==> src/cryPkg.sv <==
package cryPkg;

	// Selects one of the three colour tables
	typedef enum logic [1:0] {
		chanRed   = 2'd0,
		chanGreen = 2'd1,
		chanBlue  = 2'd2
	} channelT;

	// How a pixel word is interpreted
	typedef enum logic {
		fmtCry   = 1'b0,
		fmtRgb16 = 1'b1
	} pixFmtT;

	// CRY word: colour byte is cyan nibble over red nibble
	typedef struct packed {
		logic [7:0] color;
		logic [7:0] intensity;
	} cryPixelT;

	// Direct RGB16 word, note blue sits between red and green
	typedef struct packed {
		logic [4:0] red;
		logic [4:0] blue;
		logic [5:0] green;
	} rgb16T;

	// 24-bit output triple
	typedef struct packed {
		logic [7:0] red;
		logic [7:0] green;
		logic [7:0] blue;
	} rgbT;

endpackage
==> src/tableBusPkg.sv <==
package tableBusPkg;

	// One write into a colour table
	typedef struct packed {
		cryPkg::channelT channel; // Which table takes it
		logic [7:0]      addr;    // Colour byte
		logic [7:0]      data;    // Full-intensity level
	} tableWriteT;

	// One pixel on the input strobe
	typedef struct packed {
		cryPkg::pixFmtT fmt;
		logic [15:0]    word; // cryPixelT when fmt is fmtCry
	} pixelInT;

endpackage

==> src/cryPixelTracker.sv <==
module cryPixelTracker (
	input  logic                sys_clk,
	input  logic                rstN,
	input  logic                pixelValid,
	input  tableBusPkg::pixelInT pixelIn,
	output logic [7:0]          stageIntensity,
	input  cryPkg::rgbT         scaledRgb,
	output logic                rgbValid,
	output cryPkg::rgbT         rgbOut
);

	import cryPkg::*;
	import tableBusPkg::*;

	logic     validRead;  // Pixel whose table read is in progress
	logic     validScale; // Pixel in the scaler stage
	pixelInT  pixRead;
	pixelInT  pixScale;
	cryPixelT cryRead;
	rgb16T    rgb16Word;
	rgbT      rgb16Wide;
	rgbT      nextRgb;

	// Valid pipe, three deep counting the output register
	always_ff @(posedge sys_clk) begin
		if (!rstN) begin
			validRead  <= 1'b0;
			validScale <= 1'b0;
			rgbValid   <= 1'b0;
		end else begin
			validRead  <= pixelValid;
			validScale <= validRead;
			rgbValid   <= validScale;
		end
	end

	// Side information follows the valid bits
	always_ff @(posedge sys_clk) begin
		pixRead  <= pixelIn;
		pixScale <= pixRead;
	end

	// Levels leave the tables now, so hand the matching intensity over
	assign cryRead        = cryPixelT'(pixRead.word);
	assign stageIntensity = cryRead.intensity;

	// RGB16 expansion, top bits repeated into the low bits
	assign rgb16Word       = rgb16T'(pixScale.word);
	assign rgb16Wide.red   = {rgb16Word.red, rgb16Word.red[4:2]};
	assign rgb16Wide.green = {rgb16Word.green, rgb16Word.green[5:4]};
	assign rgb16Wide.blue  = {rgb16Word.blue, rgb16Word.blue[4:2]};

	always_comb begin
		unique case (pixScale.fmt)
			fmtRgb16: nextRgb = rgb16Wide; // Tables bypassed
			default:  nextRgb = scaledRgb;
		endcase
	end

	always_ff @(posedge sys_clk) begin
		rgbOut <= nextRgb;
	end

endmodule

==> config.mk <==
export PLATFORM = sky130hd
export DESIGN_NAME = cryPixelTracker
export DESIGN_NICKNAME = d
export VERILOG_FILES = /design/src/cryPkg.sv /design/src/tableBusPkg.sv /design/src/cryPixelTracker.sv
export SDC_FILE = /design/constraint.sdc
export NUM_CORES = 1
export LEC_CHECK = 0
export BUFFER_PORTS_ARGS = -buffer_cell sky130_fd_sc_hd__buf_2
export CORE_MARGIN = 2
export CORE_UTILIZATION = 47
export CTS_BUF_LIST = sky130_fd_sc_hd__clkbuf_4
export DETAILED_ROUTE_END_ITERATION = 12
export GPL_TIMING_DRIVEN = 0
export PLACE_DENSITY = 0.88
export SLEW_MARGIN = 20
export SYNTH_ARGS = -nofsm -noshare
export SYNTH_HDL_FRONTEND = slang
export SYNTH_SLANG_ARGS = --single-unit
==> constraint.sdc <==
create_clock -name sys_clk -period 1.4 [get_ports sys_clk]
set_clock_uncertainty 0.2 [all_clocks]
set_input_delay 0.28 -clock sys_clk [delete_from_list [all_inputs] [get_ports sys_clk]]
set_output_delay 0.28 -clock sys_clk [all_outputs]
set_load 0.1 [all_outputs]
Yosys cells after proc, flatten, opt, wreduce, memory -nomap -nowiden
Index checks and enable logic that the tools add are counted.
{ "totals": {"wordCells": 11, "inputBits": 44, "reg_bits": 61, "out_inout_bits": 33} }
{ "op_classes": {"muxes": 1} }
{ "ops": {"columns": ["operator", "n"], "rows": [
  ["two-way mux 24 bit", 1]
]} }

Longest topological paths before layout
{ "logic_depth": {"ltp_word": 1, "ltp_mapped": 3, "mapped_depth_nobuf": 1} }

Least setup slack after synthesis
Ideal clock, no wire load.
{ "synth_path": {"kind": "register to output", "from": "reg rgbOut[0] (netlist name)", "to": "out rgbOut[0] (netlist name)", "setup_slack_ns": 0.011, "path_stages_with_launch": 1, "required_time_ns": 0.920, "t_arrival_ns": 0.909, "n_path_buf": 0, "cell_sequence": "dfxtp_1"} }
{ "synth_rtl": {"columns": ["item", "line", "rtl"], "rows": [
  ["start, declared", "cryPixelTracker.sv:9", "output cryPkg::rgbT rgbOut"],
  ["start signal, assigned", "cryPixelTracker.sv:61", "rgbOut <= nextRgb;"]
]} }
No word-level cell between the ends.

Worst setup path after layout
{ "layout_path": {"from": "reg pixRead (netlist bit cryRead[5])", "to": "out stageIntensity[5]"} }
{ "layout_rtl": {"columns": ["item", "line", "rtl"], "rows": [
  ["start, declared", "cryPixelTracker.sv:17", "pixelInT pixRead;"],
  ["start signal, assigned", "cryPixelTracker.sv:39", "pixRead <= pixelIn;"],
  ["end, declared", "cryPixelTracker.sv:6", "output logic [7:0] stageIntensity,"]
]} }
No word-level cell between the ends.

==> out/qor.txt <==
Post-synthesis register bit count - 61
Min-Delay Path Class - reg -> reg
Slew HR - 0.916
Fmax - 706 MHz
Final Max Tran Viols - 0
Hold path depth - 0
Most frequent cells in the layout - 43 x dlygate4sd3_1, 43 x buf_2, 35 x buf_12, 33 x dfxtp_2, 28 x dfxtp_1
Buffers from clock root to sink, at most - 2
Cells along the critical path - buf_12
Worst hold slack - 0.134 ns
Port bufs - 76
Share of the synthesized area in the top cell type - 0.720
# IOs - 77
Reg2reg end - rgbOut[10]
GRT Overall Usage - 0.273
Hold Fails Final Rpt - 0
Chip height - 64.1 µm
Core Area - 0.00339 mm²
Die Area - 0.00411 mm²
DRT iter0 DRCs - 34
Post-Syn Instances - 99
Final worst slack - -0.0174 ns
CTS tree - done
Critical path arrival - 0.94 ns
Yosys top cell by area - dfxtp_1
Worst path slowest cell - dfxtp_2
Final setup viols - 11
Drt via density - 4.57
Violated checks - setup timing
Tmin final - 1.42 ns
Synth Warn # - 0
Cell family with the largest share of critical-path delay - flip-flops
Antenna diodes - 0
Final period util - 1.01
Vias in the first global route - 1,397
Reg2Reg Setup Slack - 0.14 ns
Largest net degree at the start of global routing - 11
Initial Util - 0.501
Rows - 21
Sw Pwr - 1290 µW
Crit Path Category - reg -> out
CP Launch Type - register
DRC viols - 0
Die Wd - 64.1 µm
Leakage - 0.00145 µW
Power per cell area - 1280 mW/mm²
Unrepaired setup endpoints after global routing - yes
Post-DP HPWL - 2.21 mm
Syn avg cell area - 17.1 µm²
Final nets - 265
Sw frac - 0.320
Status - complete, but fails checks
Drt pass-1 iters - 4
Final wirelength - 5.05 mm
Peak VDD IR - 1080 µV
Clock power share - 0.249
Synth unique cells - 7
Synthesized cell area - 0.00170 mm²
Worst slew pin tran - 0.126 ns
WHS Endpoint - pixScale[16]
Grt total ovfl - 0
Fillers - 98
Sequential share of the synthesized area - 0.720
Crit path buf inv count - 1
Htree depth - 3
GP Congestion - 0.728
Clock Sinks - 61
Nature of the critical path endpoint - output port
Seq pwr share - 0.484
CTS root buffer - clkbuf_4
Max Cap Viol - 0
Reg2Reg Depth - 3
Critical Path RT - 0.92 ns
Internal power - 2730 µW
Vias - 1,239
Setup TNS - -0.0886 ns
Critical path launch point - cryRead[5]
Setup Slack @ Placement - 0.0831 ns
CP Max Fanout - 2
Synthesized Nets - 143
Placed Area - 0.00213 mm²
Hold path start - pixRead[16]
Routed Antenna Nets - 0
Routed WL per cell - 18.6 µm
Area grow syn2layout - 85.4%
Initial antenna violation count - 0
Comb pwr share - 0.267
Largest cells by area after synthesis - dfxtp_1 72%, mux2_4 18%, buf_4 3.5%
R2R Path Start - pixScale[16]
Total CTS buffers - 9
Design area - 0.00315 mm²
CP max stage delay - 0.37 ns
CTS clk-pin slew, worst paths - 0.10 ns
Core Util, Final - 0.928
Later-pin clock latency in the skew report - 0.39 ns
Share of post-route cells with drive strength above 1 - 0.667
First-pass GRT wire length - 7.68 mm
[synth_stat cells (all sizes together)]
cell / count
buf: 11
mux2: 24
and2: 3
dfxtp: 61
[state kept, by name, indices dropped and copies added, names as in the netlist]
signal and flops:
validRead 1, cryRead 16, validScale 1, pixScale 1, rgbValid 1, rgb16Word 16
pixRead 1, rgbOut 24
[how the worst max path moves through the flow]
stage	end	cells past startpoint
after floorplan	rgbOut[0]	0
after global placement	stageIntensity[5]	2
after detailed placement	stageIntensity[2]	2
after CTS	stageIntensity[2]	1
after global routing	stageIntensity[5]	1
final	stageIntensity[5]	1
[stage by stage]
stage	std cells	total power, µW
6_report	271	4020
4_1_cts	271	3970
3_5_place_dp	221	2690
2_1_floorplan	99	2540
3_3_place_gp	221	2670
5_1_grt	271	4150
[cell type report]
cell class / count / area, µm² / area share
timing repair buffer: 119 / 1310 / 0.415
sequential: 61 / 1260 / 0.401
multi-input combinational: 27 / 364 / 0.116
clock buffer: 12 / 90.1 / 0.0286
tap: 46 / 57.6 / 0.0183
buffer: 3 / 51.3 / 0.0163
clock inverter: 3 / 13.8 / 0.00438
[per-layer routing]
metal / routed length [µm] / track usage / part of all wire
met1: 1840 / 0.273 / 0.36
met2: 2730 / 0.482 / 0.54
met3: 258 / 0.0827 / 0.051
met4: 217 / 0.182 / 0.043
met5: 0 / 0 / 0
[power by group through the flow]
stage                     Clock, µW  Sequential (µW)  Combinational (µW)
after floorplan                   0             2320                 222
after global placement            0             1910                 758
after detailed placement          0             1920                 766
after CTS                       975             1940                1050
after global routing           1100             1960                1100
final                          1000             1950                1070
[what timing repair did]
item | CTS | global route
cloned | 0 | 0
buffers inserted | 0 | 0
endpoints found under the hold margin | 44 | 0
gates resized for setup | 165 | 0
hold buffers | 43 | 0
endpoints found under the setup margin | 33 | 33
[kinds of logic (layout without fill, tap and decap cells)]
| kind of cell | Yosys count | after routing | share of synthesized area |
|---|---|---|---|
| simple gates | 3 | 3 | 0.0111 |
| flops | 61 | 61 | 0.720 |
| mux | 24 | 24 | 0.204 |
| buf+inv | 11 | 137 | 0.0656 |
Power figures use the tool's default switching activity.
