--- src/cryIntensityScale.sv ---
module cryIntensityScale (
	input  logic       sys_clk,
	input  logic [7:0] level,
	input  logic [7:0] intensity,
	output logic [7:0] scaled
);

	// round(level * intensity / 255) without a divider
	// x/255 is close to (x + x/256) / 256 and the half-LSB bias
	// makes it exact over the full 8x8 product range
	logic [15:0] product;
	logic [15:0] biased;
	logic [15:0] corrected;

	assign product = {8'h00, level} * {8'h00, intensity}; // At most 65025
	assign biased  = product + 16'd128;     // Round to nearest
	assign corrected = biased + {8'h00, biased[15:8]}; // Peaks at 65407 so no carry out

	always_ff @(posedge sys_clk) begin
		scaled <= corrected[15:8];
	end

endmodule

--- config.mk ---
export PLATFORM = sky130hd
export DESIGN_NAME = cryIntensityScale
export DESIGN_NICKNAME = d
export VERILOG_FILES = /design/src/cryIntensityScale.sv
export SDC_FILE = /design/constraint.sdc
export NUM_CORES = 1
export LEC_CHECK = 0
export BUFFER_PORTS_ARGS = -buffer_cell sky130_fd_sc_hd__buf_2
export CELL_PAD_IN_SITES_DETAIL_PLACEMENT = 0
export CELL_PAD_IN_SITES_GLOBAL_PLACEMENT = 1
export CORE_MARGIN = 4
export CORE_UTILIZATION = 35
export DETAILED_ROUTE_END_ITERATION = 16
export GPL_ROUTABILITY_DRIVEN = 1
export HOLD_SLACK_MARGIN = 0.06
export PLACE_DENSITY_LB_ADDON = 0.1
export SETUP_SLACK_MARGIN = 0.1
export SLEW_MARGIN = 20
export SYNTH_ARGS = -nofsm -noshare
export SYNTH_HDL_FRONTEND = slang
export SYNTH_SLANG_ARGS = --single-unit
--- constraint.sdc ---
create_clock -name sys_clk -period 10.11 [get_ports sys_clk]
set_input_delay 0.5055 -clock sys_clk [delete_from_list [all_inputs] [get_ports sys_clk]]
set_output_delay 0.5055 -clock sys_clk [all_outputs]
set_load 0.02 [all_outputs]
; ---- Yosys cells after proc, flatten, opt, wreduce, memory -nomap -nowiden
; Index checks and enable logic that the tools add are counted.
[op_classes]
add_sub_neg = 2
mul = 1
[op_table]
columns = operator, count
row1 = $add A16 B8 Y16, 1
row2 = $add A16 B8 Y16 const B, 1
row3 = $mul A8 B8 Y16, 1
[word_totals]
register_bits = 8
inputBits = 17
output_inout_bits = 8
word_cells = 4

; ---- Logic depth before layout (Yosys ltp)
; Gate-level depths: netlist of run 1.
[depth]
depth_word = 3
ltp_mapped = 24
mapped_depth_nobuf = 24

; ---- Worst setup path before layout of run 1
; No wires, ideal clock.
[synth_path]
kind = in2reg
from = input port level[1]
to = register scaled[0]
setup_ns = 0.130
t_arrival_ns = 5.540
t_required_ns = 9.980
setup_slack_ns = 4.440
stages = 20
path_buffers = 0
path_cell_list = and2_1 > fa_1 > fa_1 > fa_1 > inv_1 > fa_1 > inv_1 > ha_1 > nand3_1 > o2111ai_2 > a211o_2 > a21o_2 > a21oi_1 > xnor2_1 > ha_1 > nand2b_1 > nor4_1 > nor4_2 > o21ai_0 > xor2_1
[synth_via]
elab_chain_len = 3
[synth_lines]
columns = item, line_no
row1 = "start, declared", 3  ; input logic [7:0] level,
row2 = $mul A8 B8 Y16, 15  ; assign product = {8'h00, level} * {8'h00, intensity};
row3 = $add A16 B8 Y16, 16  ; assign biased = product + 16'd128;
row4 = $add A16 B8 Y16, 17  ; assign corrected = biased + {8'h00, biased[15:8]};
row5 = via corrected[8], 13  ; logic [15:0] corrected;
row6 = "end signal, assigned", 20  ; scaled <= corrected[15:8];
row7 = "end, declared", 5  ; output logic [7:0] scaled
; The timed path passes the listed nets, and every way through them passes these cells.

; ---- Worst setup path in the final report of run 1
[layout_path]
from = input port intensity[2]
to = register scaled[2]
[layout_via]
elab_chain_len = 3
[layout_lines]
columns = item, line_no
row1 = "start, declared", 4  ; input logic [7:0] intensity,
row2 = $mul A8 B8 Y16, 15
row3 = $add A16 B8 Y16, 16
row4 = $add A16 B8 Y16, 17
row5 = via corrected[10], 13
; The timed path passes the listed nets, and every way through them passes these cells.

==> results of run 1 <==
-- critical path: stages --
cell and delay, ns:
buf_2 0.20, nand2_1 0.11, fa_1 0.51, fa_1 0.51, inv_1 0.05, fa_1 0.47
inv_1 0.06, fa_1 0.54, inv_1 0.04, ha_1 0.37, nand3_1 0.13, o2111ai_2 0.18
a211o_2 0.40, a21o_2 0.22, a21oi_1 0.16, xnor2_1 0.18, ha_1 0.33, nand2b_1 0.10
nor4_1 0.05, nor4_2 0.49, nand2_1 0.19, nand4_1 0.15, xnor2_1 0.12
-- layer usage --
layer  GRT usage  up-vias  routed length (µm)
li1            -     1059                   -
met1       0.183     1031                2760
met2       0.231       33                3000
met3      0.0108        4                 164
met4      0.0130        0                  50
met5           0        -                   0
-- Yosys cell counts (all sizes together) (2+ instances only) --
cell type,count
a31oi,2
o22ai,2
fa,37
nand3,6
a21o,2
inv,62
ha,45
xnor2,12
nand2b,3
a211oi,3
xor2,6
and2,46
nand4,4
nand2,25
dfxtp,8
o21ai,5
nor2b,2
a21oi,8
o2111ai,2
nor2,9
nor3,3
nor4,2
o21a,2
-- final timing paths --
| kind | startpoint | endpoint | slack, ns | cells after the start |
|---|---|---|---|---|
| worst max-delay path | intensity[2] | scaled[2] | 4.19 | 23 |
| worst min-delay path | scaled[0] | scaled[0] | 1.15 | 1 |
-- layout make-up --
class | instances | share of cell area
Clock buffer | 3 | 0.0136
Sequential cell | 8 | 0.0527
Tap cell | 102 | 0.0420
Multi-Input combinational cell | 241 | 0.776
Timing Repair Buffer | 24 | 0.0395
Inverter | 62 | 0.0766
-- cells by family (layout without fill, tap and decap cells) --
group | Yosys count | in the layout | share of synthesized area
DFF | 8 | 8 | 0.0582
adders and majority gates | 82 | 82 | 0.474
xor gates and xnor gates | 18 | 18 | 0.0641
buffers and inverters | 62 | 89 | 0.0846
AOI/OAI and AO/OA | 35 | 35 | 0.101
and+or+nand+nor | 106 | 106 | 0.218
-- stage by stage --
step	setup slack, ns	total power, mW	cell area, µm²	util	std cells
floorplan	4.44	0.641	2750	-	311
global placement	3.97	0.811	3000	0.390	437
detailed placement	3.93	0.804	3000	0.390	437
CTS	4.15	0.849	3040	0.395	440
global route	3.77	0.945	3040	0.395	440
finish	4.19	0.832	3040	0.395	440
-- power groups by stage --
stage	registers [mW]	logic, mW	clock network (mW)
floorplan	0.0771	0.564	0
global placement	0.0558	0.755	0
detailed placement	0.0560	0.748	0
CTS	0.0555	0.755	0.0383
global route	0.0572	0.847	0.0409
finish	0.0552	0.740	0.0375
==> results_dict.tcl, run 1 <==
set metrics [dict create \
    status "complete, no violations" \
    viasPerCell 4.83 \
    postSynthAreaPerCell_um2 8.84 \
    netlist_area_mm2 0.00275 \
    rows 32 \
    netlist_top_cells_area "fa_1 27%, ha_1 20%, and2_1 10%" \
    synth_seq_cells 8 \
    postRouteAntennaNets 0 \
    post-route-min-period_ns 5.92 \
    fmax_mhz 169 \
    globalRouteOverflowTotal 0 \
    cts_htree_levels 1 \
    cts_sinks 8 \
    maxCapViolCount 0 \
    power_density_mw_per_mm2 274 \
    worstSetupPathType "in -> reg" \
    p_int_mw 0.375 \
    cp_data_arrival_time_ns 6.06 \
    synth_edf_count 0 \
    tightest_slew_ns 0.534 \
    async_reset_ff_frac 0 \
    cp-end-kind "register" \
    cts_inserted_buffers 3 \
    drive_above_1_share 0.127 \
    whs_ns 1.15 \
    ir_drop_mv 0.178 \
    wirelength_mm 5.97 \
    yosysTopAreaCell "fa_1" \
    grt_pass1_wl_mm 10.2 \
    critPathMaxFanout 8 \
    via_count 2127 \
    path_clk_slew_ns 0.04 \
    synth_ff_type "dfxtp_1" \
    fp.coreArea_mm2 0.00769 \
    clkPwrFrac 0.045 \
    die_w_um 96.6 \
    required_ns 10.26 \
    reg_top3 "scaled x8" \
    cts_tree "done" \
    largest_reg_flops 8 \
    start_util 0.358 \
    hold_viol 0 \
    seqPwrFrac 0.066 \
    final_common_cell "inv_1" \
    synth_top_cell_area_share 0.269 \
    grt_pass1_vias 2108 \
    clk_path_buf_depth 2 \
    drt_iter0_drc 82 \
    n_antenna_cell 0 \
    ios 25 \
    dr.pass1.iters 4 \
    final_cell_mix "62 x inv_1, 46 x and2_1, 45 x ha_1, 37 x fa_1, 25 x nand2_1" \
    finalSetupTns_ns 0 \
    slew_headroom 0.642 \
    drc 0 \
    grt_max_degree 9 \
    cts_hold_buf 0 \
    cts_root_buf "clkbuf_8" \
    die-area_mm2 0.00934 \
    synth_warnings 0 \
    ys_seq_area_frac 0.0582 \
    pwr-share-comb 0.889 \
    synth_cell_types 46 \
    fillers 836 \
    port_buffers 24 \
    dp_hpwl_mm 5.34 \
    post-cts-setup-buffers 0 \
    synthCells 311 \
    setup_viol_count_final 0 \
    avgRoutedWirePerCell_um 13.6 \
    period_share 0.585 \
    slew_violations 0 \
    cts_resized 0 \
    die_y_um 96.6 \
    p_switching_mw 0.458 \
    antenna_found_initial 0 \
    grt_setup_unrepaired "no" \
    top_register "scaled" \
    start_kind "primary input" \
    track_usage 0.132 \
    switching_share 0.550 \
    area_growth_pct 10.5 \
    hold_class "reg -> out" \
    syn_nets 410 \
    multi_input_area_mm2 0.00236 \
    nNetsFinal 439 \
    place.gp.congestion 0.764 \
    p_leak_nw 1.53 \
    register_area_um2 160 \
]
(Power assumes the default switching activity.)
==> run 2, diff against run 1 <==
--- a/config.mk
+++ b/config.mk
@@ -5,6 +5,7 @@
 export SDC_FILE = /design/constraint.sdc
 export NUM_CORES = 1
 export LEC_CHECK = 0
+export ABC_AREA = 1
 export BUFFER_PORTS_ARGS = -buffer_cell sky130_fd_sc_hd__buf_2
 export CELL_PAD_IN_SITES_DETAIL_PLACEMENT = 0
 export CELL_PAD_IN_SITES_GLOBAL_PLACEMENT = 1
==> constraint.sdc (replaced) <==
create_clock -name sys_clk -period 5.4 [get_ports sys_clk]
set_input_delay 0.27 -clock sys_clk [delete_from_list [all_inputs] [get_ports sys_clk]]
set_output_delay 0.27 -clock sys_clk [all_outputs]
set_load 0.02 [all_outputs]
==> run 2 against run 1 <==
  * Die area increased by 13%
  * Non-clock buffer count is 13 higher
  * First-iteration DRC count up 4.9%
  * Final cell count grew 38%
  * Sequential power increased by 83%
  * Clock power rose by 92%
  * Core utilization rose by 1.4 points
  * Area after synthesis grew 14%
  * Wire length grew 26%
  * Largest cell class unchanged
==> results_dict.tcl, run 2 <==
set metrics [dict create \
    status "complete, no violations" \
    synth_ff_type "dfxtp_1" \
    path_clk_slew_ns 0.04 \
    ir_drop_mv 0.224 \
    synth_mux_area_frac 0 \
    start_kind "primary input" \
    ys_seq_area_frac 0.0512 \
    die_y_um 103 \
    post-route-min-period_ns 4.95 \
    maxCapViolCount 0 \
    cts_root_buf "clkbuf_8" \
    setup_viol_count_final 0 \
    die-area_mm2 0.0105 \
    wirelength_mm 7.51 \
    postRouteAntennaNets 0 \
    critPathMaxFanout 8 \
    postSynthAreaPerCell_um2 6.56 \
    slew_headroom 0.691 \
    syn_nets 576 \
    area_growth_pct 14.1 \
    nNetsFinal 601 \
    required_ns 5.52 \
    port_buffers 24 \
    synth_top_cell_area_share 0.237 \
    synthSimpleGateAreaFrac 0.313 \
    yosys-top-cells-count "153 x nand2_1, 132 x inv_1, 45 x ha_1, 37 x fa_1, 17 x nor2_1" \
    yosysMostFrequentCell "nand2_1" \
    period_share 0.917 \
    drive_above_1_share 0.164 \
    antenna_found_initial 0 \
    fin_cells 608 \
    globalRouteOverflowTotal 0 \
    cp-end-kind "register" \
    grt_setup_unrepaired "no" \
    total_power_mw 1.93 \
    ios 25 \
    utilization 0.409 \
    gr-usage-met2 0.263 \
    async_reset_ff_frac 0 \
    clk_path_buf_depth 2 \
    place.gp.congestion 0.804 \
    cp_common_cell "nand2_1" \
    cts_tree "done" \
    whs_ns 0.857 \
    fmax_mhz 202 \
    reg_top3 "scaled x8" \
    final_cell_mix "149 x nand2_1, 132 x inv_1, 40 x ha_1, 36 x fa_1" \
    synth-xor-area-share 0.0112 \
    grt_max_degree 9 \
    grt_pass1_wl_mm 13.2 \
    cts_inserted_buffers 3 \
    synth-adder-area-share 0.417 \
    use_met3 0.0115 \
    synth_seq_cells 8 \
    finalSetupTns_ns 0 \
    place_inst 603 \
    hold_class "in -> reg" \
    top_register "scaled" \
    cp_slowest_stage_delay_ns 0.53 \
    cts_sinks 8 \
    die_w_um 103 \
    power_density_mw_per_mm2 540 \
    worstSetupPathType "in -> reg" \
    synth_warnings 0 \
    track_usage 0.158 \
    cts_htree_levels 1 \
    p_leak_nw 2.31 \
    n_antenna_cell 0 \
    avgRoutedWirePerCell_um 12.3 \
    yosysTopAreaCell "fa_1" \
    rows 34 \
    viasPerCell 4.45 \
    dp_hpwl_mm 6.67 \
    grt_pass1_vias 2796 \
    synth_compound_area_frac 0.0224 \
    slew_violations 0 \
    top_usage_layer "met2" \
    tightest_slew_ns 0.460 \
    hold_viol 0 \
    grt_util_met1 0.234 \
    drc 0 \
    cp_slowest_cell "fa_1" \
    dr.pass1.iters 4 \
    synth_edf_count 0 \
    netlist_area_mm2 0.00313 \
    fp.coreArea_mm2 0.00872 \
    drt_iter0_drc 86 \
    via_count 2706 \
    synth_top_family_by_area "adder cells" \
    cp_data_arrival_time_ns 5.08 \
    start_util 0.359 \
    synth_cell_types 24 \
    synthCells 477 \
    largest_reg_flops 8 \
    netlist_top_cells_area "fa_1 24%, nand2_1 18%, ha_1 18%" \
    final_common_cell "nand2_1" \
]
-- run 2: cell types whose count changed in the layout (fill, tap and decap cells not counted), sizes merged, moves of 8 or more --
cell / previous run / this run
nand3: 6 / 24
inv: 62 / 135
buf: 24 / 32
nor2: 9 / 20
and2: 46 / 1
xnor2: 12 / 1
nand2: 25 / 165
-- run 2: final cells by class --
class                      instances  area, µm²
clock buffer                       3       41.3
fill                             954       5150
inverter                         135        507
multi-input combinational        317       2480
sequential                         8        160
tap                              108        135
timing repair buffer              37        240
-- run 2: final timing paths --
path / slack (ns) / end / startpoint / cells past startpoint
worst max-delay path: 0.45 / scaled[1] / level[5] / 30
worst min-delay path: 0.86 / scaled[0] / intensity[0] / 8
-- run 2: metrics by stage --
stage               setup WS, ns  instance area (µm²)
global placement         0.00316                 3390
detailed placement       -0.0560                 3390
finish                     0.447                 3570
CTS                        0.168                 3430
floorplan                  0.443                 3130
global route              0.0659                 3570
-- run 2: report_power, final --
part	switching, mW	internal [mW]
clock	0.0237	0.0483
combinational	1.09	0.667
sequential	0.00549	0.0958
total	1.11	0.811
-- run 2: what timing repair did --
item                                    in CTS  in global routing
endpoints found under the setup margin       0                  8
gates resized for setup                      0                 29
setup buffers                                0                  2
hold buffers                                 0                  0
-- run 2: cells by family (layout without fill, tap and decap cells) --
group / count (synthesis) / after routing
and+or+nand+nor: 221 / 221
buffers and inverters: 152 / 175
adders and majority gates: 82 / 82
AOI/OAI and AO/OA: 10 / 10
DFF: 8 / 8
xor gates and xnor gates: 4 / 4
-- run 2: per-layer routing --
| metal | vias to the layer above | share of wire |
|---|---|---|
| met5 | - | 0 |
| met4 | 0 | 0.0027 |
| met3 | 2 | 0.019 |
| met2 | 20 | 0.47 |
| met1 | 1250 | 0.51 |
| li1 | 1434 | - |
-- run 2: worst max-delay path: cells and delay by family --
kind / cells / cell delay, ns
adder cells (fa/ha/maj): 6 / 2.61
AO/OA/AOI/OAI: 3 / 0.65
AND/OR/NAND/NOR: 16 / 1.14
buffers and inverters: 5 / 0.41
==> run 3, diff against run 2 <==
--- a/config.mk
+++ b/config.mk
@@ -5,7 +5,6 @@
 export SDC_FILE = /design/constraint.sdc
 export NUM_CORES = 1
 export LEC_CHECK = 0
-export ABC_AREA = 1
 export BUFFER_PORTS_ARGS = -buffer_cell sky130_fd_sc_hd__buf_2
 export CELL_PAD_IN_SITES_DETAIL_PLACEMENT = 0
 export CELL_PAD_IN_SITES_GLOBAL_PLACEMENT = 1
==> run 3 against run 2 <==
  * First-iteration DRC count fell by 17%
  * Clock power fell by 3.1%
  * Sequential cell count did not move
  * Highest routed layer unchanged
  * Critical path type unchanged
  * Via count fell by 15%
  * Largest cell class unchanged
  * Critical path depth fell by 7
  * Sequential power barely moved
==> results_dict.tcl, run 3 (synthesis gave the netlist of run 1 again) <==
set metrics [dict create \
    tightest_slew_ns 0.605 \
    start_util 0.358 \
    utilization 0.496 \
    status "complete, no violations" \
    worstSetupPathType "in -> reg" \
    die_w_um 96.6 \
    worstHoldPathCells 1 \
    die-area_mm2 0.00934 \
    hold_class "reg -> out" \
    period_share 0.977 \
    p_leak_nw 1.86 \
    via_count 2296 \
    grt_pass1_wl_mm 11.2 \
    fp.coreArea_mm2 0.00769 \
    place.gp.congestion 0.846 \
    cp-end-kind "register" \
    required_ns 5.51 \
    final_cell_mix "56 x inv_1, 56 x buf_4, 37 x ha_1, 36 x and2_1, 33 x fa_1" \
    dr.pass1.iters 5 \
    nNetsFinal 494 \
    cts_hold_buf 0 \
    ios 25 \
    track_usage 0.141 \
    cp_data_arrival_time_ns 5.38 \
    port_buffers 24 \
    crit_family "adder cells" \
    postRouteAntennaNets 0 \
    rows 32 \
    die_y_um 96.6 \
    cts_root_buf "clkbuf_8" \
    cp_slowest_cell "fa_1" \
    n_antenna_cell 0 \
    slew_headroom 0.591 \
    critPathMaxFanout 6 \
    finalSetupTns_ns 0 \
    top_register "scaled" \
    drive_above_1_share 0.377 \
    start_kind "primary input" \
    fillers 764 \
    hold_path_end "scaled[6]" \
    cts_inserted_buffers 3 \
    cp_slowest_stage_delay_ns 0.56 \
    post-route-min-period_ns 5.27 \
    crit_buf_inv 4 \
    cp_common_cell "fa_1" \
    maxCapViolCount 0 \
    globalRouteOverflowTotal 0 \
    grt_pass1_vias 2386 \
    cts_htree_levels 1 \
    grt_setup_unrepaired "yes" \
    crit_path_cell_trace "buf_8 > and2_4 > fa_1 > fa_1 > fa_1 > inv_1 > fa_1 > inv_2 > ha_4 > nand3_4 > o2111ai_4 > a211o_4 > a21o_4 > a21oi_2 > xnor2_1 > ha_1 > nand2b_1 > nor4_2 > nor4_2 > buf_4 > o31ai_4 > nand3_2 > xnor2_1" \
    hp-start "scaled[6]" \
    antenna_found_initial 0 \
    drt_iter0_drc 71 \
    ir_drop_mv 0.410 \
    viasPerCell 4.64 \
    dp_hpwl_mm 5.76 \
    power_density_mw_per_mm2 557 \
    largest_reg_flops 8 \
    drc 0 \
    grt_max_degree 7 \
    reg_top3 "scaled x8" \
    slew_violations 0 \
    hold_viol 0 \
    area_growth_pct 38.6 \
    path_clk_slew_ns 0.04 \
    setup_viol_count_final 0 \
    fmax_mhz 190 \
    clk_path_buf_depth 2 \
    cts_sinks 8 \
    wirelength_mm 6.37 \
    cts_tree "done" \
    avgRoutedWirePerCell_um 12.9 \
]
==> run 3: cell count changes in the layout (fill, tap and decap cells not counted), sizes merged, moves of 5 or more <==
cell,change
buf,+46
inv,-73
nand3,-18
nand4,-5
nor2,-11
nand2,-140
xnor2,+11
and2,+45
==> run 3: how the worst max path moves through the flow <==
stage                            to  slack (ns)  cells past startpoint          from
after floorplan           scaled[3]        0.13                     21      level[3]
after global placement    scaled[1]       -0.19                     23      level[3]
after detailed placement  scaled[7]       -0.21                     23      level[3]
after CTS                 scaled[7]        0.12                     24  intensity[4]
after global routing      scaled[7]       -0.09                     25      level[1]
final                     scaled[7]        0.13                     23  intensity[7]
==> run 3: final cells by class <==
cell class / instances / area (µm²) / area share
clock buffer: 3 / 41.3 / 0.0108
timing repair buffer: 79 / 621 / 0.163
inverter: 62 / 233 / 0.0610
tap: 102 / 128 / 0.0335
multi-input combinational: 241 / 2630 / 0.690
sequential: 8 / 160 / 0.0420
==> run 3: repair_timing <==
action	CTS	global route
setup buffers	0	4
pin swaps	18	50
endpoints found under the setup margin	4	8
gates resized for setup	10	77
==> run 3: report_power, final <==
part | internal, mW | switching [mW] | total (mW)
sequential | 0.0982 | 0.00604 | 0.104
combinational | 0.940 | 1.01 | 1.95
clock | 0.0481 | 0.0218 | 0.0699
==> run 3: routing by layer <==
| metal | up-vias | wire [µm] | global-route usage |
|---|---|---|---|
| li1 | 1168 | - | - |
| met1 | 1111 | 3080 | 0.203 |
| met2 | 15 | 3160 | 0.237 |
| met3 | 2 | 104 | 0.0159 |
| met4 | 0 | 21 | 0.0130 |
| met5 | - | 0 | 0 |
==> run 3: metrics by stage <==
stage	hold slack (ns)	instance area, µm²	worst slack, ns	power, mW	std cells
4_1_cts	0.931	3530	0.117	2.00	491
3_3_place_gp	0.686	3440	-0.187	1.85	488
6_report	0.924	3810	0.126	2.12	495
2_1_floorplan	0.609	2810	0.126	1.28	311
5_1_grt	0.948	3810	-0.0938	2.36	495
3_5_place_dp	0.688	3440	-0.208	1.85	488
